==> config.mk <==
export PLATFORM = sky130hd
export DESIGN_NAME = snes_cart_bus
export DESIGN_NICKNAME = d
export VERILOG_FILES = /design/src/snes_bus_pkg.sv /design/src/map_select.sv /design/src/mapper_bus_mux.sv /design/src/cart_bus_override.sv /design/src/snes_cart_bus.sv
export SDC_FILE = /design/constraint.sdc
export NUM_CORES = 1
export LEC_CHECK = 0
export BUFFER_PORTS_ARGS = -buffer_cell sky130_fd_sc_hd__buf_2
export CORE_AREA = 2 2 327 329
export DETAILED_ROUTE_END_ITERATION = 10
export DIE_AREA = 0 0 329 331
export PLACE_DENSITY = 0.3
export REMOVE_ABC_BUFFERS = 1
export SETUP_SLACK_MARGIN = 0.4
export SLEW_MARGIN = 10
export SYNTH_ARGS = -nofsm -noshare
export SYNTH_HDL_FRONTEND = slang
export SYNTH_HIERARCHICAL = 1
export SYNTH_SLANG_ARGS = --single-unit
export TNS_END_PERCENT = 5
==> constraint.sdc <==
create_clock -name mclk -period 1.9 [get_ports mclk]
set_input_delay 0.095 -clock mclk [delete_from_list [all_inputs] [get_ports mclk]]
set_output_delay 0.095 -clock mclk [all_outputs]
set_load 0.005 [all_outputs]
==> src/snes_bus_pkg.sv <==
package snes_bus_pkg;

	// number of coprocessor mappers without the base LoROM/HiROM/DSP mapper
	localparam int MAP_COUNT = 7;

	// upper nibble of the cartridge type for a plain cartridge
	localparam logic [3:0] SS_BASIC_FAMILY = 4'h0;

	typedef logic [7:0]           cpu_data_t;
	typedef logic [23:0]          rom_addr_t;
	typedef logic [15:0]          rom_data_t;
	typedef logic [19:0]          bsram_addr_t;
	typedef logic [15:0]          aram_addr_t;
	typedef logic [MAP_COUNT-1:0] map_active_t;
	typedef logic [7:0]           rom_type_t;

	// value i selects the mapper behind map_active bit i-1
	typedef enum logic [2:0] {
		MAP_DLH     = 3'd0,
		MAP_CX4     = 3'd1,
		MAP_SDD1    = 3'd2,
		MAP_GSU     = 3'd3,
		MAP_SA1     = 3'd4,
		MAP_SPC7110 = 3'd5,
		MAP_BSX     = 3'd6,
		MAP_SUFAMI  = 3'd7
	} map_sel_e;

	// everything a mapper drives towards the cartridge side
	typedef struct packed {
		cpu_data_t   data;
		logic        irq_n;
		rom_addr_t   rom_addr;
		cpu_data_t   rom_d;
		logic        rom_ce_n;
		logic        rom_oe_n;
		logic        rom_we_n;
		logic        rom_word;
		bsram_addr_t bsram_addr;
		cpu_data_t   bsram_d;
		logic        bsram_ce_n;
		logic        bsram_oe_n;
		logic        bsram_we_n;
	} mapper_bus_t;

	typedef mapper_bus_t [MAP_COUNT:0] mapper_array_t;

	typedef struct packed {
		rom_addr_t addr;
		rom_data_t d;
		logic      ce_n;
		logic      oe_n;
		logic      we_n;
		logic      word;
	} rom_bus_t;

	typedef struct packed {
		bsram_addr_t addr;
		cpu_data_t   d;
		logic        ce_n;
		logic        oe_n;
		logic        we_n;
	} bsram_bus_t;

	typedef struct packed {
		aram_addr_t addr;
		cpu_data_t  d;
		logic       ce_n;
		logic       oe_n;
		logic       we_n;
	} aram_bus_t;

	typedef struct packed {
		logic do_ovr;
		logic rom_ovr;
		logic aram_sel;
		logic bsram_sel;
		logic busy;
	} ss_ctrl_t;

endpackage

==> src/map_select.sv <==
`timescale 1ns/1ps

module map_select (
	input  logic                       mclk,
	input  logic                       rst_n,
	input  snes_bus_pkg::map_active_t  map_active,
	input  snes_bus_pkg::rom_type_t    rom_type,
	input  logic                       ss_busy,
	output snes_bus_pkg::map_sel_e     map_sel,
	output logic                       gsu_active,
	output logic                       ss_avail,
	output logic                       turbo_allow
);

	snes_bus_pkg::map_sel_e sel_next;
	snes_bus_pkg::map_sel_e sel_q;
	logic                   basic_cart;

	// anything that is not exactly one flag falls back to the base mapper
	always_comb begin
		case (map_active)
			7'b0000001: sel_next = snes_bus_pkg::MAP_CX4;
			7'b0000010: sel_next = snes_bus_pkg::MAP_SDD1;
			7'b0000100: sel_next = snes_bus_pkg::MAP_GSU;
			7'b0001000: sel_next = snes_bus_pkg::MAP_SA1;
			7'b0010000: sel_next = snes_bus_pkg::MAP_SPC7110;
			7'b0100000: sel_next = snes_bus_pkg::MAP_BSX;
			7'b1000000: sel_next = snes_bus_pkg::MAP_SUFAMI;
			default:    sel_next = snes_bus_pkg::MAP_DLH;
		endcase
	end

	always_ff @(posedge mclk or negedge rst_n) begin
		if (!rst_n) begin
			sel_q <= snes_bus_pkg::MAP_DLH;
		end else begin
			sel_q <= sel_next;
		end
	end

	assign map_sel = sel_q;

	assign basic_cart = (rom_type[7:4] == snes_bus_pkg::SS_BASIC_FAMILY);

	// savestates work on plain carts and on SA-1 because the other chips keep hidden state
	assign ss_avail = basic_cart | (sel_q == snes_bus_pkg::MAP_SA1);

	// SA-1 and S-DD1 timing breaks when the CPU runs fast
	assign turbo_allow = ~((sel_q == snes_bus_pkg::MAP_SA1) |
		(sel_q == snes_bus_pkg::MAP_SDD1) | ss_busy);

	assign gsu_active = (sel_q == snes_bus_pkg::MAP_GSU);

	// activity flags come from the cartridge header, so two chips never claim the bus
	a_map_active_onehot: assert property (
		@(posedge mclk) disable iff (!rst_n)
		$onehot0(map_active)
	);

endmodule

==> src/mapper_bus_mux.sv <==
`timescale 1ns/1ps

module mapper_bus_mux (
	input  logic                        mclk,
	input  logic                        rst_n,
	input  snes_bus_pkg::map_sel_e      map_sel,
	input  snes_bus_pkg::mapper_array_t mappers,
	output snes_bus_pkg::cpu_data_t     cart_data,
	output logic                        irq_n,
	output snes_bus_pkg::rom_bus_t      base_rom,
	output snes_bus_pkg::bsram_bus_t    base_bsram
);

	localparam int ROM_A_MSB = $bits(snes_bus_pkg::rom_addr_t) - 1;

	snes_bus_pkg::mapper_bus_t sel;
	logic                      is_dlh;
	logic                      is_bsx;

	assign sel    = mappers[map_sel];
	assign is_dlh = (map_sel == snes_bus_pkg::MAP_DLH);
	assign is_bsx = (map_sel == snes_bus_pkg::MAP_BSX);

	assign cart_data = sel.data;
	assign irq_n     = sel.irq_n;

	always_comb begin
		base_rom.addr = sel.rom_addr;
		// coprocessor mappers only address the lower 8 MB
		if (!is_dlh) begin
			base_rom.addr[ROM_A_MSB] = 1'b0;
		end
		base_rom.ce_n = sel.rom_ce_n;
		base_rom.oe_n = sel.rom_oe_n;
		base_rom.word = sel.rom_word;

		// BS-X flash is the only writable ROM space
		if (is_bsx) begin
			base_rom.d    = {8'h00, sel.rom_d};
			base_rom.we_n = sel.rom_we_n;
		end else begin
			base_rom.d    = '0;
			base_rom.we_n = 1'b1;
		end
	end

	always_comb begin
		base_bsram.addr = sel.bsram_addr;
		base_bsram.d    = sel.bsram_d;
		base_bsram.ce_n = sel.bsram_ce_n;
		base_bsram.oe_n = sel.bsram_oe_n;
		base_bsram.we_n = sel.bsram_we_n;
	end

	a_rom_write_bsx_only: assert property (
		@(posedge mclk) disable iff (!rst_n)
		(map_sel != snes_bus_pkg::MAP_BSX) |-> (base_rom.we_n && base_rom.d == '0)
	);

endmodule

==> src/cart_bus_override.sv <==
`timescale 1ns/1ps

module cart_bus_override (
	input  logic                      mclk,
	input  logic                      rst_n,
	input  snes_bus_pkg::cpu_data_t   cart_data,
	input  snes_bus_pkg::rom_bus_t    base_rom,
	input  snes_bus_pkg::bsram_bus_t  base_bsram,
	input  snes_bus_pkg::aram_bus_t   snes_aram,
	input  logic                      msu_sel,
	input  snes_bus_pkg::cpu_data_t   msu_do,
	input  snes_bus_pkg::ss_ctrl_t    ss_ctrl,
	input  snes_bus_pkg::cpu_data_t   ss_do,
	input  snes_bus_pkg::bsram_addr_t ss_ext_addr,
	input  snes_bus_pkg::rom_addr_t   ss_rom_addr,
	input  logic                      pard_n,
	input  logic                      pawr_n,
	output snes_bus_pkg::cpu_data_t   di,
	output snes_bus_pkg::rom_bus_t    rom,
	output snes_bus_pkg::bsram_bus_t  bsram,
	output snes_bus_pkg::aram_bus_t   aram
);

	// savestate engine wins over MSU, MSU wins over the cartridge
	always_comb begin
		if (ss_ctrl.do_ovr) begin
			di = ss_do;
		end else if (msu_sel) begin
			di = msu_do;
		end else begin
			di = cart_data;
		end
	end

	always_comb begin
		rom = base_rom;
		if (ss_ctrl.rom_ovr) begin
			rom.addr = ss_rom_addr;
		end
	end

	// during a save or load the engine drives audio RAM through the B-bus strobes
	always_comb begin
		if (ss_ctrl.aram_sel) begin
			aram.addr = snes_bus_pkg::aram_addr_t'(ss_ext_addr);
			aram.d    = ss_do;
			aram.ce_n = 1'b0;
			aram.oe_n = pard_n;
			aram.we_n = pawr_n;
		end else begin
			aram = snes_aram;
		end
	end

	always_comb begin
		if (ss_ctrl.bsram_sel) begin
			bsram.addr = ss_ext_addr;
			bsram.d    = ss_do;
			bsram.ce_n = 1'b0;
			bsram.oe_n = pard_n;
			bsram.we_n = pawr_n;
		end else begin
			bsram = base_bsram;
		end
	end

	a_aram_takeover: assert property (
		@(posedge mclk) disable iff (!rst_n)
		ss_ctrl.aram_sel |-> !aram.ce_n
	);

	a_bsram_takeover: assert property (
		@(posedge mclk) disable iff (!rst_n)
		ss_ctrl.bsram_sel |-> !bsram.ce_n
	);

endmodule

==> src/snes_cart_bus.sv <==
`timescale 1ns/1ps

module snes_cart_bus (
	input  logic                        mclk,
	input  logic                        rst_n,
	input  snes_bus_pkg::map_active_t   map_active,
	input  snes_bus_pkg::rom_type_t     rom_type,
	input  snes_bus_pkg::mapper_array_t mappers,
	input  logic                        msu_sel,
	input  snes_bus_pkg::cpu_data_t     msu_do,
	input  snes_bus_pkg::aram_bus_t     snes_aram,
	input  logic                        pard_n,
	input  logic                        pawr_n,
	input  snes_bus_pkg::ss_ctrl_t      ss_ctrl,
	input  snes_bus_pkg::cpu_data_t     ss_do,
	input  snes_bus_pkg::bsram_addr_t   ss_ext_addr,
	input  snes_bus_pkg::rom_addr_t     ss_rom_addr,
	output snes_bus_pkg::cpu_data_t     di,
	output logic                        irq_n,
	output snes_bus_pkg::rom_bus_t      rom,
	output snes_bus_pkg::bsram_bus_t    bsram,
	output snes_bus_pkg::aram_bus_t     aram,
	output logic                        ss_avail,
	output logic                        turbo_allow,
	output logic                        gsu_active
);

	snes_bus_pkg::map_sel_e   map_sel;
	snes_bus_pkg::cpu_data_t  cart_data;
	snes_bus_pkg::rom_bus_t   base_rom;
	snes_bus_pkg::bsram_bus_t base_bsram;

	map_select map_select0 (
		.mclk        (mclk),
		.rst_n       (rst_n),
		.map_active  (map_active),
		.rom_type    (rom_type),
		.ss_busy     (ss_ctrl.busy),
		.map_sel     (map_sel),
		.gsu_active  (gsu_active),
		.ss_avail    (ss_avail),
		.turbo_allow (turbo_allow)
	);

	mapper_bus_mux mapper_bus_mux0 (
		.mclk       (mclk),
		.rst_n      (rst_n),
		.map_sel    (map_sel),
		.mappers    (mappers),
		.cart_data  (cart_data),
		.irq_n      (irq_n),
		.base_rom   (base_rom),
		.base_bsram (base_bsram)
	);

	cart_bus_override cart_bus_override0 (
		.mclk        (mclk),
		.rst_n       (rst_n),
		.cart_data   (cart_data),
		.base_rom    (base_rom),
		.base_bsram  (base_bsram),
		.snes_aram   (snes_aram),
		.msu_sel     (msu_sel),
		.msu_do      (msu_do),
		.ss_ctrl     (ss_ctrl),
		.ss_do       (ss_do),
		.ss_ext_addr (ss_ext_addr),
		.ss_rom_addr (ss_rom_addr),
		.pard_n      (pard_n),
		.pawr_n      (pawr_n),
		.di          (di),
		.rom         (rom),
		.bsram       (bsram),
		.aram        (aram)
	);

endmodule

==> impl_results.html, run 1 <==
<table>
<tr><th>Metric</th><th>Value</th></tr>
<tr><th colspan="2">Drt</th></tr>
<tr><td>Detail-routed net length per standard cell</td><td>20.4 µm</td></tr>
<tr><td>First-pass iteration count of the detailed router</td><td>4</td></tr>
<tr><td>Routed WL</td><td>52300 µm</td></tr>
<tr><td>First-iteration detailed-routing DRC count</td><td>264</td></tr>
<tr><td>Post-detailed-route via-to-cell ratio</td><td>2.97</td></tr>
<tr><td>Final routed DRC violation total</td><td>0</td></tr>
<tr><td>Via count</td><td>7629</td></tr>
<tr><td>Post-route ant nets</td><td>0</td></tr>
<tr><th colspan="2">Worst setup path</th></tr>
<tr><td>Crit Path Max Fanout</td><td>15</td></tr>
<tr><td>Highest cell delay on the worst timing path</td><td>0.55 ns</td></tr>
<tr><td>Count of buffering cells on the critical path with inverters included</td><td>3</td></tr>
<tr><td>Sort of element at the start of the critical path</td><td>flop</td></tr>
<tr><td>CP max-delay cell</td><td>mux4_2</td></tr>
<tr><td>Required time at the endpoint of the critical path</td><td>1.80 ns</td></tr>
<tr><td>Family with the most delay on the worst path</td><td>multiplexers</td></tr>
<tr><td>Most common cell on crit path</td><td>mux2_4</td></tr>
<tr><td>Worst path cell trace</td><td>buf_12 -&gt; buf_4 -&gt; mux4_2 -&gt; mux2_4 -&gt; mux2_4 -&gt; buf_6</td></tr>
<tr><td>Arr. time, crit path</td><td>2.30 ns</td></tr>
<tr><td>Worst Setup End Kind</td><td>output pin</td></tr>
<tr><td>Kind of critical path</td><td>reg -&gt; out</td></tr>
<tr><th colspan="2">Timing</th></tr>
<tr><td>Final max-slew violation count</td><td>0</td></tr>
<tr><td>Final worst path period share</td><td>1.26</td></tr>
<tr><td>Worst slack on hold paths</td><td>0.104 ns</td></tr>
<tr><td>Setup repair after global routing missed its margin</td><td>yes</td></tr>
<tr><td>Period minus WS final</td><td>2.40 ns</td></tr>
<tr><td>Fin worst setup slack</td><td>-0.496 ns</td></tr>
<tr><td>Max Freq</td><td>417 MHz</td></tr>
<tr><td>Setup Viol. Count Final</td><td>66</td></tr>
<tr><td>Final setup TNS</td><td>-27.44 ns</td></tr>
<tr><td>Hold violation count in the final report</td><td>0</td></tr>
<tr><th colspan="2">Cells and area</th></tr>
<tr><td>Number of flip-flops under the largest register name</td><td>3</td></tr>
<tr><td>Final #Nets</td><td>1882</td></tr>
<tr><td>Commonest non-fill, non-tap cells in the layout</td><td>728 x buf_2, 132 x mux4_2, 80 x mux2_2</td></tr>
<tr><td>Share of the core filled with cells in the final layout</td><td>0.113</td></tr>
<tr><td>Final standard cell area without fillers</td><td>11900 µm²</td></tr>
<tr><td>Area growth, synth to finish</td><td>105%</td></tr>
<tr><td>Most common cell after layout, fill and taps aside</td><td>buf_2</td></tr>
<tr><td>Layout cells sized above 1</td><td>0.948</td></tr>
<tr><td>Final standard cell count with taps included and fillers excluded</td><td>2568</td></tr>
<tr><th colspan="2">Floorplanning</th></tr>
<tr><td>Chip Width</td><td>329 µm</td></tr>
<tr><td># rows</td><td>119</td></tr>
<tr><td>Placeable core region</td><td>105000 µm²</td></tr>
<tr><td>Initial Utilization</td><td>0.0553</td></tr>
<tr><td>Number of I/O pins</td><td>834</td></tr>
<tr><td>Die Y-Extent</td><td>331 µm</td></tr>
<tr><td>Area of the die</td><td>109000 µm²</td></tr>
<tr><th colspan="2">Min path</th></tr>
<tr><td>Class of the worst hold path</td><td>in -&gt; reg</td></tr>
<tr><th colspan="2">Placement</th></tr>
<tr><td>Dpl cells</td><td>2537</td></tr>
<tr><td>Count of input and output buffers</td><td>751</td></tr>
<tr><td>DP Area</td><td>11300 µm²</td></tr>
<tr><td>Estimated wirelength of the detail-placed design</td><td>48000 µm</td></tr>
<tr><td>Routability congestion estimate from global placement</td><td>0.910</td></tr>
<tr><th colspan="2">Clock tree</th></tr>
<tr><td>Clock tree from TritonCTS</td><td>done</td></tr>
<tr><td>Clock Tree Buf Depth</td><td>2</td></tr>
<tr><td>Number of H-tree levels</td><td>1</td></tr>
<tr><td>CTS Buf Count</td><td>3</td></tr>
<tr><td>Clock root buffer master</td><td>clkbuf_16</td></tr>
<tr><td>Clock-pin slew of the registers on the worst-case setup and hold paths</td><td>0.03 ns</td></tr>
<tr><td>Number of sinks driven by the clock tree</td><td>3</td></tr>
<tr><th colspan="2">GRT</th></tr>
<tr><td>Maximum number of pins on one net before global-route repair</td><td>62</td></tr>
<tr><td>Global-route wire length before repair</td><td>66400 µm</td></tr>
<tr><td>Antenna violations before repair</td><td>55</td></tr>
<tr><td>Total GRT Usage</td><td>0.0881</td></tr>
<tr><td>Via count of the first global-routing pass</td><td>8372</td></tr>
<tr><td>Final global-route overflow total</td><td>0</td></tr>
<tr><th colspan="2">Power</th></tr>
<tr><td>Leakage power summed over all cells</td><td>5.13 nW</td></tr>
<tr><td>Worst vdd rail ir drop</td><td>0.000146 V</td></tr>
<tr><td>PwrDens</td><td>208 nW/µm²</td></tr>
<tr><th colspan="2">Status</th></tr>
<tr><td>Status</td><td>finished with violations</td></tr>
<tr><td>Violations in the final reports</td><td>setup timing</td></tr>
<tr><th colspan="2">Logic synthesis</th></tr>
<tr><td>Combined area of all synthesized cells</td><td>5810 µm²</td></tr>
<tr><td>Area fraction of the dominant cell type after synthesis</td><td>0.512</td></tr>
<tr><td>Synth area leaders</td><td>mux4_2 51%, mux2_2 21%, mux2_4 10%</td></tr>
<tr><td>Sequential share of the synthesized area</td><td>0.0129</td></tr>
<tr><td>FF+latch count, synth</td><td>3</td></tr>
<tr><td>Number of synthesis warnings</td><td>6</td></tr>
<tr><td>Post-synthesis cell count</td><td>422</td></tr>
<tr><td>Most area-hungry cell type in the Yosys netlist</td><td>mux4_2</td></tr>
<tr><td>Post-synthesis average cell area</td><td>13.8 µm²</td></tr>
<tr><td>Number of different library cells in the post-synthesis netlist</td><td>29</td></tr>
<tr><th colspan="2">Flow run</th></tr>
<tr><td>Number of maximum-capacitance violations</td><td>0</td></tr>
</table>
==> cells in the mapped netlist, drive strengths merged <==
master	count
a2111oi	2
a211oi	1
and2	8
and2b	1
and3b	2
buf	61
clkbuf	17
conb	1
dfrtp	3
mux2	146
mux2i	8
mux4	132
nand2	10
nand2b	1
nor2	6
nor2b	3
nor4	1
nor4b	3
o21ai	10
o41ai	1
or3b	1
xnor2	1
xor2	3
==> cell type report <==
cell class | count | area (µm²)
fill | 12144 | 93100
tap | 1391 | 1740
antenna | 16 | 40.0
clock buffer | 4 | 78.8
sequential | 3 | 86.3
timing repair buffer | 806 | 4600
multi-input combinational | 348 | 5340
==> per-stage QoR <==
stage	setup slack (ns)	power, mW
floorplan	-4.52	0.844
detailed placement	-0.292	2.08
CTS	-0.521	2.49
finish	-0.496	2.48
global placement	-0.283	2.07
global route	-0.561	2.66
==> what timing repair did <==
| action | CTS | global route |
|---|---|---|
| pin swaps | 11 | 8 |
| hold buffers | 1 | 0 |
| hold endpoints to repair | 3 | 0 |
| buffers inserted | 1 | 7 |
| endpoints found under the setup margin | 78 | 78 |
| cloned | 0 | 2 |
| resized for setup | 51 | 22 |
==> metal layers <==
metal	GRT usage	share of wire	routed length [µm]
met1	0.0971	0.37	19400
met2	0.163	0.50	26300
met3	0.0310	0.10	5430
met4	0.0157	0.018	964
met5	0	0.0037	194
==> cell families (layout without fill, tap and decap cells) <==
group	count (synthesis)	after routing	share of synthesized area
muxes	286	286	0.834
DFF	3	3	0.0129
AOI/OAI and AO/OA	14	14	0.0166
xor gates and xnor gates	4	4	0.00603
and+or+nand+nor	36	36	0.0347
other	1	24	0.000646
buffers and inverters	78	810	0.0950
==> power breakdown <==
group | switching (mW) | leakage, nW | internal [mW] | total, mW
logic | 0.809 | 5.05 | 1.26 | 2.07
clock network | 0.0629 | 0.0383 | 0.277 | 0.340
registers | 0.00212 | 0.0357 | 0.0664 | 0.0685
==> worst paths after layout <==
kind,from,to,slack [ns],cells after the start
min in group asynchronous,rst_n,map_select0/map_sel[0]$_DFF_PN0_,0.31,2
max in group asynchronous,rst_n,map_select0/map_sel[1]$_DFF_PN0_,1.45,2
worst max-delay path,map_select0/map_sel[0]$_DFF_PN0_,rom[36],-0.50,6
worst min-delay path,map_active[4],map_select0/map_sel[1]$_DFF_PN0_,0.10,2
(Power assumes the default switching activity.)
==> run 2, diff against run 1 <==
ABC_AREA = 1   (was not set)
CORE_AREA = 2 2 323 325   (was 2 2 327 329)
DIE_AREA = 0 0 325 327   (was 0 0 329 331)
PLACE_DENSITY = 0.34   (was 0.3)
RECOVER_POWER = 50   (was not set)
==> impl_results.html, run 2 <==
<table>
<tr><th>Metric</th><th>Value</th></tr>
<tr><th colspan="2">Floorplanning</th></tr>
<tr><td>Number of I/O pins</td><td>834 (unchanged)</td></tr>
<tr><td>Die Y-Extent</td><td>327 µm (-1.2%)</td></tr>
<tr><td># rows</td><td>118 (-0.84%)</td></tr>
<tr><td>Chip Width</td><td>325 µm (-1.2%)</td></tr>
<tr><td>Placeable core region</td><td>103000 µm² (-2.0%)</td></tr>
<tr><td>Area of the die</td><td>106000 µm² (-2.4%)</td></tr>
<tr><td>Initial Utilization</td><td>0.0894 (+0.0341)</td></tr>
<tr><th colspan="2">Power</th></tr>
<tr><td>Worst vdd rail ir drop</td><td>0.000189 V (+30%)</td></tr>
<tr><td>Leakage power summed over all cells</td><td>10.8 nW (+110%)</td></tr>
<tr><td>PwrDens</td><td>183 nW/µm² (-12%)</td></tr>
<tr><th colspan="2">Timing</th></tr>
<tr><td>Measured slew at the worst slew-check pin</td><td>0.655 ns</td></tr>
<tr><td>Fin worst setup slack</td><td>-0.175 ns (+0.320 ns)</td></tr>
<tr><td>Final setup TNS</td><td>-6.09 ns (+21.36 ns)</td></tr>
<tr><td>Setup Viol. Count Final</td><td>68 (+3.0%)</td></tr>
<tr><td>Max Freq</td><td>482 MHz (+15%)</td></tr>
<tr><td>Hold violation count in the final report</td><td>0 (unchanged)</td></tr>
<tr><td>Final max-slew violation count</td><td>0 (unchanged)</td></tr>
<tr><td>Setup repair after global routing missed its margin</td><td>yes</td></tr>
<tr><td>Period minus WS final</td><td>2.08 ns (-0.320 ns)</td></tr>
<tr><td>Final worst path period share</td><td>1.09 (-0.169)</td></tr>
<tr><td>Rel. slew slack</td><td>0.563</td></tr>
<tr><th colspan="2">Cells and area</th></tr>
<tr><td>Number of fillers in the final layout</td><td>12.5k (+2.6%)</td></tr>
<tr><td>Share of the core filled with cells in the final layout</td><td>0.155 (+0.0423)</td></tr>
<tr><td>Final #Nets</td><td>3663 (+95%)</td></tr>
<tr><td>Multi-input gate area</td><td>6050 µm² (+13%)</td></tr>
<tr><td>Number of flip-flops under the largest register name</td><td>3 (unchanged)</td></tr>
<tr><td>Register Area</td><td>86.3 µm² (unchanged)</td></tr>
<tr><td>Commonest non-fill, non-tap cells in the layout</td><td>968 x nand2_1, 749 x buf_2, 633 x inv_1</td></tr>
<tr><td>Final standard cell area without fillers</td><td>16000 µm² (+35%)</td></tr>
<tr><td>Area growth, synth to finish</td><td>73.8%</td></tr>
<tr><td>Most common cell after layout, fill and taps aside</td><td>nand2_1</td></tr>
<tr><td>Layout cells sized above 1</td><td>0.329 (-0.619)</td></tr>
<tr><th colspan="2">Logic synthesis</th></tr>
<tr><td>Post-synthesis cell count</td><td>2198 (+420%)</td></tr>
<tr><td>Synthesized-area fraction occupied by ao, oa, aoi and oai cells</td><td>0.0466 (+0.0300)</td></tr>
<tr><td>EDFF count, synth</td><td>0 (unchanged)</td></tr>
<tr><td>Area fraction of the dominant cell type after synthesis</td><td>0.410 (-0.102)</td></tr>
<tr><td>Fraction of synthesized area in multiplexers</td><td>0 (-0.834)</td></tr>
<tr><td>Number of synthesis warnings</td><td>6 (unchanged)</td></tr>
<tr><td>Commonest cells in the netlist</td><td>1006 x nand2_1, 642 x inv_1, 280 x nand3_1, 71 x buf_2, 52 x o21ai_1</td></tr>
<tr><td>Synth Area in XOR/XNOR</td><td>0 (-0.00603)</td></tr>
<tr><td>Combined area of all synthesized cells</td><td>9200 µm² (+59%)</td></tr>
<tr><td>Number of different library cells in the post-synthesis netlist</td><td>26 (-10%)</td></tr>
<tr><td>Share of synthesized cell area in and, or, nand and nor gates</td><td>0.579 (+0.544)</td></tr>
<tr><td>Sequential share of the synthesized area</td><td>0.00816 (-0.00477)</td></tr>
<tr><td>Post-synthesis average cell area</td><td>4.19 µm² (-70%)</td></tr>
<tr><td>FF+latch count, synth</td><td>3 (unchanged)</td></tr>
<tr><td>Most repeated cell in the gate-level netlist after synthesis</td><td>nand2_1</td></tr>
<tr><td>Most area-hungry cell type in the Yosys netlist</td><td>nand2_1</td></tr>
<tr><td>Combinational family with the most area after synthesis</td><td>simple AND/OR/NAND/NOR gates</td></tr>
<tr><td>Adder and majority cell fraction of the synthesized area</td><td>0 (unchanged)</td></tr>
<tr><td>Synth area leaders</td><td>nand2_1 41%, inv_1 26%, nand3_1 15%</td></tr>
<tr><td>Most common flop cell mapped by yosys</td><td>dfrtp_1</td></tr>
<tr><td>Fraction of registers with async set/reset</td><td>1.00 (unchanged)</td></tr>
<tr><th colspan="2">GRT</th></tr>
<tr><td>Total GRT Usage</td><td>0.116 (+0.0284)</td></tr>
<tr><td>Antenna violations before repair</td><td>21 (-62%)</td></tr>
<tr><td>Maximum number of pins on one net before global-route repair</td><td>62 (unchanged)</td></tr>
<tr><td>Via count of the first global-routing pass</td><td>14.6k (+74%)</td></tr>
<tr><td>Global-route wire length before repair</td><td>93900 µm (+41%)</td></tr>
<tr><td>Final global-route overflow total</td><td>0 (unchanged)</td></tr>
<tr><th colspan="2">Status</th></tr>
<tr><td>Violations in the final reports</td><td>setup timing</td></tr>
<tr><td>Status</td><td>finished with violations</td></tr>
<tr><th colspan="2">Clock tree</th></tr>
<tr><td>Number of sinks driven by the clock tree</td><td>3 (unchanged)</td></tr>
<tr><td>Number of H-tree levels</td><td>1 (unchanged)</td></tr>
<tr><td>Clock tree from TritonCTS</td><td>done</td></tr>
<tr><td>CTS Buf Count</td><td>3 (unchanged)</td></tr>
<tr><td>Clock-pin slew of the registers on the worst-case setup and hold paths</td><td>0.03 ns (about the same)</td></tr>
<tr><td>Clock Tree Buf Depth</td><td>2 (unchanged)</td></tr>
<tr><td>Clock root buffer master</td><td>clkbuf_16</td></tr>
<tr><th colspan="2">Worst setup path</th></tr>
<tr><td>Required time at the endpoint of the critical path</td><td>1.80 ns (about the same)</td></tr>
<tr><td>Kind of critical path</td><td>reg -&gt; out</td></tr>
<tr><td>Sort of element at the start of the critical path</td><td>flop</td></tr>
<tr><td>Worst Setup End Kind</td><td>output pin</td></tr>
<tr><td>Crit Path Max Fanout</td><td>42 (+27)</td></tr>
<tr><td>Crit. Startpoint</td><td>map_select0/map_sel[0]$_DFF_PN0_</td></tr>
<tr><td>Arr. time, crit path</td><td>1.98 ns (-0.32 ns)</td></tr>
<tr><th colspan="2">Drt</th></tr>
<tr><td>Post-detailed-route via-to-cell ratio</td><td>3.37 (+14%)</td></tr>
<tr><td>Post-route ant nets</td><td>0 (unchanged)</td></tr>
<tr><td>First-iteration detailed-routing DRC count</td><td>547 (+110%)</td></tr>
<tr><td>First-pass iteration count of the detailed router</td><td>4 (unchanged)</td></tr>
<tr><td>Final routed DRC violation total</td><td>0 (unchanged)</td></tr>
<tr><td>Detail-routed net length per standard cell</td><td>15.1 µm (-26%)</td></tr>
<tr><td>Routed WL</td><td>65200 µm (+25%)</td></tr>
<tr><td>Via count</td><td>14.6k (+91%)</td></tr>
<tr><th colspan="2">Flow run</th></tr>
<tr><td>Number of maximum-capacitance violations</td><td>0 (unchanged)</td></tr>
<tr><th colspan="2">Min path</th></tr>
<tr><td>Class of the worst hold path</td><td>in -&gt; reg</td></tr>
<tr><td>Worst Hold Path EP</td><td>map_select0/map_sel[1]$_DFF_PN0_</td></tr>
<tr><td>Hold path depth</td><td>4 (+2)</td></tr>
<tr><td>Worst min-delay path startpoint</td><td>map_active[5]</td></tr>
<tr><th colspan="2">Placement</th></tr>
<tr><td>DP Area</td><td>14900 µm² (+32%)</td></tr>
<tr><td>Count of input and output buffers</td><td>757 (+0.80%)</td></tr>
<tr><td>Estimated wirelength of the detail-placed design</td><td>53700 µm (+12%)</td></tr>
<tr><td>Routability congestion estimate from global placement</td><td>0.857 (-5.8%)</td></tr>
</table>
run 2: changes by cell type after synthesis, sizes merged, moves of 4 or more:
cell	delta
nand2	+998
inv	+646
nand3	+281
mux2	-146
mux4	-132
buf	+75
o21ai	+71
nor2	+9
and2	-8
mux2i	-8
nand4	+4
run 2: logic make-up (layout without fill, tap and decap cells):
| kind of cell | after synthesis | in the layout |
|---|---|---|
| AOI/OAI and AO/OA | 82 | 82 |
| buffers and inverters | 799 | 1536 |
| DFF | 3 | 3 |
| other | 1 | 14 |
| and+or+nand+nor | 1313 | 1313 |
run 2: final cells by class:
| class | count | area share |
|---|---|---|
| inverters | 646 | 0.153 |
| flip-flops and latches | 3 | 0.00540 |
| multi-input cells | 1403 | 0.378 |
| repair inverters | 2 | 0.00125 |
| repair buffers | 884 | 0.348 |
| clock buffers | 4 | 0.00493 |
| well taps | 1380 | 0.108 |
| diodes | 6 | 0.000938 |
run 2: how the worst max path moves through the flow:
| stage | to | slack [ns] | cells past startpoint |
|---|---|---|---|
| 3_3_place_gp | bsram[0] | -0.21 | 10 |
| 6_report | rom[36] | -0.18 | 12 |
| 4_1_cts | di[1] | -0.19 | 12 |
| 5_1_grt | di[1] | -0.31 | 12 |
| 2_1_floorplan | di[0] | -7.60 | 10 |
| 3_5_place_dp | bsram[0] | -0.18 | 10 |
run 2: worst max-delay path: stages (launching register included):
cell     delay, ns
dfrtp_4       0.49
buf_12        0.17
inv_16        0.12
buf_16        0.21
nand2_1       0.08
nand3_1       0.07
nand2_1       0.06
nand2_1       0.05
nand2_1       0.05
inv_1         0.05
o21ai_0       0.07
buf_4         0.16
buf_2         0.12
run 2: where the power goes:
group / total, mW / internal (mW) / leakage (nW) / switching [mW]
clock network: 0.333 / 0.277 / 0.0382 / 0.0558
logic: 2.53 / 1.19 / 10.8 / 1.33
registers: 0.0717 / 0.0666 / 0.0357 / 0.00512
total: 2.93 / 1.54 / 10.8 / 1.39
run 2: through the flow:
step           worst slack (ns)  hold slack [ns]  power (mW)  cells
5_1_grt                  -0.315            0.271        3.29   4326
3_5_place_dp             -0.180          -0.0998        2.49   4293
6_report                 -0.175            0.227        2.93   4328
3_3_place_gp             -0.211           -0.101        2.51   4293
4_1_cts                  -0.188            0.229        2.99   4322
2_1_floorplan             -7.60           -0.201        1.09   2052
run 2: routing by layer:
layer / vias to the layer above / GRT usage / share of wire
met5: - / 0 / 0.00084
met4: 8 / 0.0119 / 0.012
met3: 38 / 0.0200 / 0.061
met2: 494 / 0.210 / 0.48
met1: 6376 / 0.149 / 0.44
li1: 7690 / - / -
run 2: what timing repair did:
| item | 4_1_cts | 5_1_grt |
|---|---|---|
| cloned | 14 | 0 |
| hold endpoints to repair | 3 | 0 |
| pin swaps | 33 | 7 |
| setup buffers | 10 | 0 |
| setup endpoints to repair | 79 | 79 |
| resized for setup | 140 | 22 |
| hold buffers | 1 | 0 |
